===== src/mem_pkg.sv =====
// Scratchpad memory geometry
package mem_pkg;

    // Word count of the scratchpad
    localparam int mem_depth = 16;

    // Bits per stored word
    localparam int mem_data_width = 32;

    // Binary word index width
    localparam int mem_addr_width = $clog2(mem_depth);

    // One RAM data word, also used for the per-bit write mask
    typedef logic [mem_data_width-1:0] mem_data_t;

    // Binary word index
    typedef logic [mem_addr_width-1:0] mem_addr_t;

    // One-hot word select, one bit per word
    typedef logic [mem_depth-1:0] mem_sel_t;

endpackage


===== src/ram_port_if.sv =====
// Controller to RAM port
`timescale 1ns/1ps

interface ram_port_if;
    import mem_pkg::*;

    // Binary word index, decoded outside the RAM
    mem_addr_t addr;
    logic      en;
    logic      wr;
    mem_data_t bit_we;
    mem_data_t din;
    // Combinational read data
    mem_data_t dout;

    modport controller (
        output addr,
        output en,
        output wr,
        output bit_we,
        output din,
        input  dout
    );

    modport ram (
        input  en,
        input  wr,
        input  bit_we,
        input  din,
        output dout
    );

endinterface


===== src/dffram_1a1w1r.sv =====
// Flip-flop RAM, single port
`timescale 1ns/1ps

module dffram_1a1w1r #(
    parameter int data_width = mem_pkg::mem_data_width,
    parameter int depth      = mem_pkg::mem_depth
) (
    input  logic             clk,
    input  logic             rst_n,
    input  logic [depth-1:0] word_sel,
    ram_port_if.ram          port
);

    // Masked word outputs, packed side by side
    wire  [depth*data_width-1:0] word_rd;
    logic [data_width-1:0]       rd_or;
    logic                        wr_cycle;

    assign wr_cycle = port.en & port.wr;

    for (genvar i = 0; i < depth; i++) begin : g_word
        logic [data_width-1:0] q;
        logic [data_width-1:0] bit_en;

        // Bits written this cycle in this word
        assign bit_en = port.bit_we & {data_width{wr_cycle & word_sel[i]}};

        always_ff @(posedge clk) begin
            if (!rst_n) begin
                q <= '0;
            end else begin
                q <= (q & ~bit_en) | (port.din & bit_en);
            end
        end

        // Unselected words contribute zero to the read OR
        assign word_rd[i*data_width +: data_width] = q & {data_width{word_sel[i]}};
    end

    // OR of all masked words
    always_comb begin
        rd_or = '0;
        for (int i = 0; i < depth; i++) begin
            rd_or = rd_or | word_rd[i*data_width +: data_width];
        end
    end

    assign port.dout = rd_or;

    // Decoder and controller must agree on a single target word
    a_sel_onehot: assert property (
        @(posedge clk) disable iff (!rst_n)
        port.en |-> $onehot(word_sel)
    ) else $error("word_sel %h not one-hot during an access", word_sel);

endmodule


===== src/flat_wrapper.sv =====
// flat-port wrapper written by rule: the top's interface ports become plain ports
module dffram_1a1w1r_flat 
#(
    parameter int data_width = mem_pkg::mem_data_width,
    parameter int depth      = mem_pkg::mem_depth
)
  (clk, rst_n, word_sel, port_en, port_wr, port_bit_we, port_din, port_dout);
  ram_port_if port_i ();
  input  logic clk;
  input  logic rst_n;
  input  logic [depth-1:0] word_sel;
  input wire logic [$bits(port_i.en)-1:0] port_en;
  input wire logic [$bits(port_i.wr)-1:0] port_wr;
  input wire logic [$bits(port_i.bit_we)-1:0] port_bit_we;
  input wire logic [$bits(port_i.din)-1:0] port_din;
  output wire logic [$bits(port_i.dout)-1:0] port_dout;
  assign port_i.en = port_en;
  assign port_i.wr = port_wr;
  assign port_i.bit_we = port_bit_we;
  assign port_i.din = port_din;
  assign port_dout = port_i.dout;
  dffram_1a1w1r #(.data_width(data_width), .depth(depth)) u_core (.clk(clk), .rst_n(rst_n), .word_sel(word_sel), .port(port_i));
endmodule

===== config.mk =====
export PLATFORM = sky130hd
export DESIGN_NAME = dffram_1a1w1r_flat
export DESIGN_NICKNAME = d
export VERILOG_FILES = /design/src/mem_pkg.sv /design/src/ram_port_if.sv /design/src/dffram_1a1w1r.sv /design/src/flat_wrapper.sv
export SDC_FILE = /design/constraint.sdc
export NUM_CORES = 1
export LEC_CHECK = 0
export BUFFER_PORTS_ARGS = -buffer_cell sky130_fd_sc_hd__buf_2
export CELL_PAD_IN_SITES_DETAIL_PLACEMENT = 0
export CELL_PAD_IN_SITES_GLOBAL_PLACEMENT = 1
export CORE_MARGIN = 1.5
export CORE_UTILIZATION = 45
export CTS_BUF_LIST = sky130_fd_sc_hd__clkbuf_2 sky130_fd_sc_hd__clkbuf_4 sky130_fd_sc_hd__clkbuf_8
export CTS_CLUSTER_SIZE = 30
export DETAILED_ROUTE_END_ITERATION = 10
export GPL_TIMING_DRIVEN = 0
export PLACE_DENSITY_LB_ADDON = 0.12
export SLEW_MARGIN = 25
export SYNTH_ARGS = -nofsm -noshare
export SYNTH_HDL_FRONTEND = slang
export SYNTH_SLANG_ARGS = --single-unit
export TNS_END_PERCENT = 30

===== constraint.sdc =====
create_clock -name clk -period 2.19 [get_ports clk]
set_clock_uncertainty 0.1 [all_clocks]
set_input_delay 0 -clock clk [delete_from_list [all_inputs] [get_ports clk]]
set_output_delay 0 -clock clk [all_outputs]
set_load 0.02 [all_outputs]

==> results by group <==
Yosys
  – Synth Register Bits: 512
  – Syn. warnings: 0
  – Number of flops mapped to enable cells by yosys: 0
  – Yosys cell types: 17
  – Sequential element share of the synthesized area: 42.8%
  – Syn Inst Count: 2668
  – Main synth FF type: dfxtp_1
  – Mapped Nets: 2752
  – Synthesized area: 24000 um2
  – Synthesized area per cell: 8.98 um2
  – Share of async-settable or async-resettable flops after synthesis: 0%

Timing
  – FMAX: 440 MHz
  – Final hold vios: 0
  – RSZ-0062 raised after global routing: yes
  – Tcrit/Tclk final: 104%
  – Final worst setup slack: -0.0842 ns
  – Max-slew headroom: 20.0%
  – Worst hold slack: 0.0483 ns
  – Final Max Slew Viols: 0
  – Final setup fails: 4
  – Least-Margin Pin Slew: 1.20 ns
  – Final Critical Period: 2.27 ns

Global route
  – First-pass GRT wire length: 148000 um
  – Global route total overflow: 0
  – Vias in the first global route: 21.7k
  – GRT Total Usage: 38.3%
  – Largest net degree at the start of global routing: 13
  – Antenna violations before repair: 2

Pwr
  – Gate power share: 12.8%
  – Power per cell area: 767 nW/um2
  – Switching Fraction: 28.8%
  – Clock power frac: 43.3%
  – Flop pwr share: 44.0%
  – Design Power: 21.9 mW
  – Lkg Pwr: 13.7 nW
  – Power Internal: 15.6 mW
  – Psw: 6.31 mW
  – VDD IR-drop max: 0.000468 V

Worst setup path
  – Critical path peak fanout: 10
  – CP Launch Type: primary input
  – Crit end category: register
  – Worst EP required: 2.74 ns
  – Worst reg2reg path depth: 3
  – CP Class: in2reg
  – Worst path arrival time: 2.82 ns

Clock network
  – Reg clk slew, reported paths: 0.06 ns
  – Clock latency on the worst-skew pair: 0.71 ns
  – CTS tree: built
  – H-tree levels: 3
  – Clk buf depth: 3
  – Cts bufs inserted: 92
  – Root buf cell: clkbuf_8
  – CTS sink count: 512

Floorplan
  – Core area: 52600 um2
  – IO Pins: 116
  – Initial Utilization: 45.6%
  – Die W: 234 um
  – Die area: 54600 um2
  – Die Ht: 234 um
  – # rows: 84

Outcome
  – Failing checks: negative setup slack
  – Status: finished with violations

Cells and area
  – Final #Nets: 3062
  – Layout cell share with drive strength beyond 1: 18.8%
  – Area grow syn2layout: 19.4%
  – Most frequent cells in the layout: nand2_1 (906), mux2i_1 (512), dfxtp_1 (512)
  – Most common cell after layout, fill and taps aside: nand2_1

Hold path
  – WHS Path Cells: 5
  – Hold Path Class: in2reg

Drt
  – DRT Wirelength: 106000 um
  – Total vias in the final route: 22.2k
  – Wirelength per Cell: 28.3 um
  – DR pass1 iterations: 6
  – Antenna viol nets, final: 0
  – Vias per cell: 5.94
  – DRC viols: 0
  – Iter 0 DRT Violations: 2413

Run
  – MaxCap Viol Count: 0

Placed design
  – Routability cong.: 0.886
  – Dpl hpwl: 65500 um
  – I/O Buffers: 68
==> layer usage <==
metal	track usage (%)	up-vias	wire length, um
met5	0	-	13
met4	22.0	2	6760
met3	8.91	369	10400
met2	59.4	1284	46200
met1	48.6	10800	42500
li1	-	9708	-
==> final timing paths <==
kind                                   start       end  slack, ns
worst max register to register      register  register       0.88
worst min register to register      register  register       0.36
worst min-delay path            word_sel[13]  register       0.05
worst max-delay path                   rst_n  register      -0.08
==> power by group through the flow <==
stage | registers, mW | logic (mW) | clock network [mW]
floorplan | 9.80 | 1.45 | 0
global placement | 9.83 | 2.48 | 0
detailed placement | 9.84 | 2.52 | 0
CTS | 9.64 | 2.71 | 9.45
global route | 9.66 | 2.87 | 9.92
finish | 9.64 | 2.81 | 9.49
==> timing repair <==
action | CTS | global route
hold endpoints to repair | 512 | 0
setup endpoints to repair | 0 | 8
buffers inserted | 0 | 4
hold buffers | 143 | 0
gates resized for setup | 0 | 8
==> metrics by stage <==
step | cell area (um2) | util, % | instances | worst slack, ns | TNS (ns)
3_3_place_gp | 25200 | 47.9 | 3424 | -0.429 | -5.97
5_1_grt | 28600 | 54.4 | 3737 | -0.0117 | -0.0218
6_report | 28600 | 54.4 | 3739 | -0.0842 | -0.158
3_5_place_dp | 25200 | 48.0 | 3425 | 0.111 | 0
4_1_cts | 28500 | 54.3 | 3733 | 0.000744 | 0
2_1_floorplan | 24000 | - | 2668 | 1.08 | 0
==> logic make-up after synthesis <==
kind of cell / share of synthesized area (%)
AO/OA/AOI/OAI: 9.36
buffers and inverters: 6.98
flip-flops: 42.8
multiplexers: 21.4
AND/OR/NAND/NOR: 19.5
==> final cells by class <==
type | instances | area, um2
Fill cell | 4805 | 24000
Clock inverter | 14 | 83.8
Clock buffer | 151 | 1830
Tap cell | 688 | 861
Antenna cell | 2 | 5.00
Buffer | 284 | 1720
Sequential cell | 512 | 10200
Timing Repair Buffer | 216 | 1820
Multi-Input combinational cell | 1872 | 12000
==> cells in the mapped netlist, types with 4 or more instances <==
cell,instances,area [um2]
nand2_1,906,3400
dfxtp_1,512,10200
mux2i_1,512,5120
nand2_2,146,913
clkbuf_1,130,488
a221oi_1,128,1120
a22o_1,128,1120
buf_2,94,470
nand4_1,32,200
buf_6,27,304
buf_12,15,300
and3_1,10,62.6
buf_4,9,67.6
and3_2,6,45.0
clkbuf_2,6,30.0
nand2_4,4,45.0
==> worst max-delay path, cell delays in order <==
cell           delay (ns)
buf_4                0.08
dlygate4sd3_1        0.97
buf_2                0.37
clkbuf_1             0.52
nand2_1              0.12
mux2i_1              0.17
dlygate4sd3_1        0.58
(Power assumes the default switching activity.)
