**src/mem_pkg.sv**
```systemverilog
// Scratchpad memory geometry
package mem_pkg;

    // Word count of the scratchpad
    localparam int mem_depth = 16;

    // Bits per stored word
    localparam int mem_data_width = 32;

    // Binary word index width
    localparam int mem_addr_width = $clog2(mem_depth);

    // One RAM data word, also used for the per-bit write mask
    typedef logic [mem_data_width-1:0] mem_data_t;

    // Binary word index
    typedef logic [mem_addr_width-1:0] mem_addr_t;

    // One-hot word select, one bit per word
    typedef logic [mem_depth-1:0] mem_sel_t;

endpackage

```
**src/wb_pkg.sv**
```systemverilog
// Wishbone bus definitions
package wb_pkg;

    // Byte address width on the bus
    localparam int wb_adr_width = 32;

    // Byte lanes per data word
    localparam int wb_sel_width = 4;

    typedef logic [wb_adr_width-1:0] wb_adr_t;

    typedef logic [wb_sel_width-1:0] wb_sel_t;

    // Slave controller states
    typedef enum logic {
        wb_idle,
        wb_ack
    } wb_state_t;

endpackage

```
**src/ram_port_if.sv**
```systemverilog
// Controller to RAM port
`timescale 1ns/1ps

interface ram_port_if;
    import mem_pkg::*;

    // Binary word index, decoded outside the RAM
    mem_addr_t addr;
    logic      en;
    logic      wr;
    mem_data_t bit_we;
    mem_data_t din;
    // Combinational read data
    mem_data_t dout;

    modport controller (
        output addr,
        output en,
        output wr,
        output bit_we,
        output din,
        input  dout
    );

    modport ram (
        input  en,
        input  wr,
        input  bit_we,
        input  din,
        output dout
    );

endinterface

```
**src/wb_ram_slave.sv**
```systemverilog
// Wishbone classic slave for the RAM
`timescale 1ns/1ps

module wb_ram_slave (
    input  logic               clk,
    input  logic               rst_n,
    input  logic               cyc,
    input  logic               stb,
    input  logic               we,
    input  wb_pkg::wb_adr_t    adr,
    input  wb_pkg::wb_sel_t    sel,
    input  mem_pkg::mem_data_t dat_w,
    output mem_pkg::mem_data_t dat_r,
    output logic               ack,
    ram_port_if.controller     port
);
    import mem_pkg::*;
    import wb_pkg::*;

    wb_state_t state;
    logic      req;
    mem_data_t mask;

    assign req = cyc & stb;

    // Byte selects widened to one mask bit per data bit
    always_comb begin
        for (int i = 0; i < wb_sel_width; i++) begin
            mask[i*(mem_data_width/wb_sel_width) +: (mem_data_width/wb_sel_width)] =
                {(mem_data_width/wb_sel_width){sel[i]}};
        end
    end

    // Word index from adr[5:2], upper bits alias
    assign port.addr   = adr[mem_addr_width+1:2];
    assign port.en     = req && (state == wb_idle);
    assign port.wr     = we;
    assign port.bit_we = mask;
    assign port.din    = dat_w;

    always_ff @(posedge clk) begin
        if (!rst_n) begin
            state <= wb_idle;
            ack   <= 1'b0;
            dat_r <= '0;
        end else begin
            case (state)
                wb_idle: begin
                    if (req) begin
                        // Access happens on this edge
                        state <= wb_ack;
                        ack   <= 1'b1;
                        dat_r <= port.dout;
                    end
                end
                wb_ack: begin
                    state <= wb_idle;
                    ack   <= 1'b0;
                end
                default: begin
                    state <= wb_idle;
                    ack   <= 1'b0;
                end
            endcase
        end
    end

    // Master holds its request until it sees ack
    a_ack_in_cycle: assert property (
        @(posedge clk) disable iff (!rst_n)
        ack |-> (cyc && stb)
    ) else $error("ack high outside an active bus cycle");

    // One ack per request
    a_ack_single: assert property (
        @(posedge clk) disable iff (!rst_n)
        ack |=> !ack
    ) else $error("ack held high for two cycles");

endmodule

```
**src/flat_wrapper.sv**
```systemverilog
// flat-port wrapper written by rule: the top's interface ports become plain ports
module wb_ram_slave_flat import mem_pkg::*; import wb_pkg::*;
  (clk, rst_n, cyc, stb, we, adr, sel, dat_w, dat_r, ack, port_addr, port_en, port_wr, port_bit_we, port_din, port_dout);
  ram_port_if port_i ();
  input  logic clk;
  input  logic rst_n;
  input  logic cyc;
  input  logic stb;
  input  logic we;
  input  wb_pkg::wb_adr_t adr;
  input  wb_pkg::wb_sel_t sel;
  input  mem_pkg::mem_data_t dat_w;
  output mem_pkg::mem_data_t dat_r;
  output logic ack;
  output wire logic [$bits(port_i.addr)-1:0] port_addr;
  output wire logic [$bits(port_i.en)-1:0] port_en;
  output wire logic [$bits(port_i.wr)-1:0] port_wr;
  output wire logic [$bits(port_i.bit_we)-1:0] port_bit_we;
  output wire logic [$bits(port_i.din)-1:0] port_din;
  input wire logic [$bits(port_i.dout)-1:0] port_dout;
  assign port_addr = port_i.addr;
  assign port_en = port_i.en;
  assign port_wr = port_i.wr;
  assign port_bit_we = port_i.bit_we;
  assign port_din = port_i.din;
  assign port_i.dout = port_dout;
  wb_ram_slave u_core (.clk(clk), .rst_n(rst_n), .cyc(cyc), .stb(stb), .we(we), .adr(adr), .sel(sel), .dat_w(dat_w), .dat_r(dat_r), .ack(ack), .port(port_i));
endmodule
```
**config.mk**
```make
export PLATFORM = sky130hd
export DESIGN_NAME = wb_ram_slave_flat
export DESIGN_NICKNAME = d
export VERILOG_FILES = /design/src/mem_pkg.sv /design/src/wb_pkg.sv /design/src/ram_port_if.sv /design/src/wb_ram_slave.sv /design/src/flat_wrapper.sv
export SDC_FILE = /design/constraint.sdc
export NUM_CORES = 1
export LEC_CHECK = 0
export ABC_CLOCK_PERIOD_IN_PS = 1500
export BUFFER_PORTS_ARGS = -buffer_cell sky130_fd_sc_hd__buf_2
export CORE_MARGIN = 5
export CORE_UTILIZATION = 34
export CTS_BUF_LIST = sky130_fd_sc_hd__clkbuf_16
export DETAILED_ROUTE_END_ITERATION = 8
export GPL_TIMING_DRIVEN = 0
export PLACE_DENSITY_LB_ADDON = 0.05
export SETUP_SLACK_MARGIN = 0.02
export SYNTH_ARGS = -nofsm -noshare
export SYNTH_HDL_FRONTEND = slang
export SYNTH_SLANG_ARGS = --single-unit
export TNS_END_PERCENT = 1
```
**constraint.sdc**
```tcl
create_clock -name clk -period 1.5 [get_ports clk]
set_clock_uncertainty 0.15 [all_clocks]
set_input_delay 0.225 -clock clk [delete_from_list [all_inputs] [get_ports clk]]
set_output_delay 0.225 -clock clk [all_outputs]
set_load 0.05 [all_outputs]
```
==> results_dict.tcl <==
set metrics [dict create \
    design_area_mm2 0.002826 \
    rsz0062_at_grt "yes" \
    hold_depth 3 \
    tightest_slew_ns 0.4927 \
    core_mm2 0.005439 \
    cts-root-buf "clkbuf_16" \
    antenna_found_initial 0 \
    synth-adder-area-share_pct 0 \
    syn_area_mm2 0.001887 \
    drt-total-wl_mm 5.148 \
    critPathMostFrequentCell "buf_12" \
    ir_worst_vdd_mv 0.4564 \
    clock_sinks 34 \
    final.min_clock_period_ns 1.479 \
    setup_tns_ns 0 \
    drt_iter0_drc 31 \
    hold_path.class "in -> reg" \
    setup_viol 0 \
    synth_top_family_by_area "buffers and inverters" \
    grtUsageTotal_pct 14.15 \
    endpoint_kind "primary output" \
    critPathMaxStageDelay_ns 0.31 \
    synthFlopType "dfxtp_1" \
    fmax_mhz 676.1 \
    start_util_pct 34.69 \
    hold-worst-slack_ns 0.04567 \
    crit_fanout 2 \
    synth-compound-area-share_pct 0.2653 \
    cp.arrival_ns 1.10 \
    synthSimpleGateAreaFrac_pct 13.99 \
    place_ws_ns 0.01804 \
    ios 208 \
    nets 464 \
    die_w_um 84.50 \
    areaGrowthSynthToFinish_pct 49.80 \
    hpwl_mm 4.170 \
    synthArstFlopShare_pct 0 \
    synth_nets 319 \
    crit_required_ns 1.12 \
    placed_cell_area_mm2 0.002663 \
    first_pass_iters 4 \
    grt_max_degree 11 \
    vias_per_cell 4.023 \
    clock_latency_ns 0.27 \
    p_per_area_mw_per_mm2 1033 \
    synth_cell_types 13 \
    cts_max_level 2 \
    worstRegToRegCells 4 \
    routedWlPerCell_um 11.92 \
    seq_area_frac_synth_pct 36.07 \
    cts_buffers 5 \
    crit_buf_inv 2 \
    worstPathCellList "and3b_2, buf_12, buf_12" \
    antenna_cells 0 \
    yosysWarnings 0 \
    port_buffers 137 \
    p_leak_nw 1.558 \
    crit_type "reg -> out" \
    slowest_stage "dfxtp_2" \
    postRouteAntennaNets 0 \
    hold_buffers 0 \
    synth_top_area_share_pct 36.07 \
    setup_ws_ns 0.02090 \
    cp-start-kind "flop" \
    synth_area_leaders "dfxtp_1 (36%), buf_4 (27%), mux2i_1 (17%)" \
    drive_above_1_share_pct 62.50 \
    cts_tree "built" \
    cts_buffer_depth 2 \
    yosysMostFrequentCell "buf_4" \
    dieHeight_um 84.50 \
    syn_avg_cell_area_um2 8.817 \
    gp_congestion 0.7813 \
    row_count 27 \
    overflow 0 \
    ys_ff_latch 34 \
    grt_pass1_wl_mm 8.314 \
    path_depth 3 \
    synth_xor_area_share_pct 0 \
    slew_headroom_pct 67.15 \
    syn_inst 214 \
    outcome "finished, final reports clean" \
    fin_crit_sh_pct 98.61 \
    vias 1738 \
    yosys-top-cells-count "buf_4 (69), nand2_1 (64), dfxtp_1 (34), mux2i_1 (32), buf_2 (5)" \
    hold_violations 0 \
    grt_pass1_vias 1814 \
    yosysTopAreaCell "dfxtp_1" \
    cts.clk_slew.worst_paths_ns 0.05 \
    maxCapViolations 0 \
    route.detailed.drc 0 \
    slew_viol_final 0 \
    die-area_mm2 0.007139 \
    cp_top_family "flip-flops" \
    p_total_mw 2.920 \
    synth-edff-count 0 \
    synthMuxAreaShare_pct 16.98 \
]
report_power, final:
| group | internal [mW] | leakage (nW) | switching (mW) | total (mW) |
|---|---|---|---|---|
| clock | 0.599 | 0.0724 | 0.350 | 0.949 |
| combinational | 0.317 | 1.21 | 0.681 | 0.998 |
| sequential | 0.952 | 0.278 | 0.0220 | 0.974 |
| total | 1.87 | 1.56 | 1.05 | 2.92 |
what timing repair did:
item / CTS / global route
endpoints found under the hold margin: 0 / 0
cloned: 0 / 0
setup buffers: 2 / 0
resized for setup: 6 / 1
setup endpoints to repair: 1 / 1
layout make-up:
class	instances	area [um^2]
clock inverter	3	12.51
sequential	34	681.9
buffer	79	610.6
fill	526	2613
timing repair buffer	139	715.7
tap	72	90.09
clock buffer	5	125.1
multi-input combinational	100	590.6
placed cells by master, fill, tap and decap left out:
cell,netlist,layout
buf_2,5,141
buf_4,69,71
nand2_1,64,64
dfxtp_1,34,33
mux2i_1,32,32
clkbuf_16,0,5
buf_12,2,4
clkbuf_1,2,2
and3b_2,0,1
a21oi_1,1,1
nor3b_1,1,1
and2_2,1,1
inv_1,0,1
clkinv_2,0,1
clkinv_1,0,1
dfxtp_2,0,1
flip-flops by register name (all words and copies together), names as in the netlist:
signal / count
u_core.ack: 1
u_core.dat_r: 32
u_core.state: 1
metal layers:
metal / global-route usage [%] / vias up / wire, um
li1: - / 891 / -
met1: 14.72 / 753 / 1887
met2: 25.62 / 88 / 2580
met3: 6.084 / 6 / 634
met4: 4.317 / 0 / 45
met5: 0 / - / 0
kinds of logic after synthesis:
family | Yosys count
DFF | 34
and+or+nand+nor | 67
buffers and inverters | 80
AOI/OAI and AO/OA | 1
muxes | 32
worst reg2reg max path: cells and delay by family (launching register included):
family	cells	cell delay [ns]
buf+inv	2	0.36
flops	1	0.31
mux	1	0.19
simple gates	1	0.28
worst paths after layout:
path | end | slack, ns | from
max | port_en | 0.02 | u_core.state$_SDFF_PP0_
min | u_core.dat_r[27]$_SDFFE_PN0P_ | 0.05 | port_dout[27]
max reg2reg | u_core.dat_r[14]$_SDFFE_PN0P_ | 0.13 | u_core.state$_SDFF_PP0_
min reg2reg | u_core.ack$_SDFFE_PN0P_ | 0.25 | u_core.state$_SDFF_PP0_
stage by stage:
stage,instances,utilization [%]
after floorplan,214,-
after global placement,423,48.95
after detailed placement,423,48.95
final,432,51.97
after CTS,433,52.15
after global routing,432,51.97
Note: power is estimated with default switching activity, not from simulation.
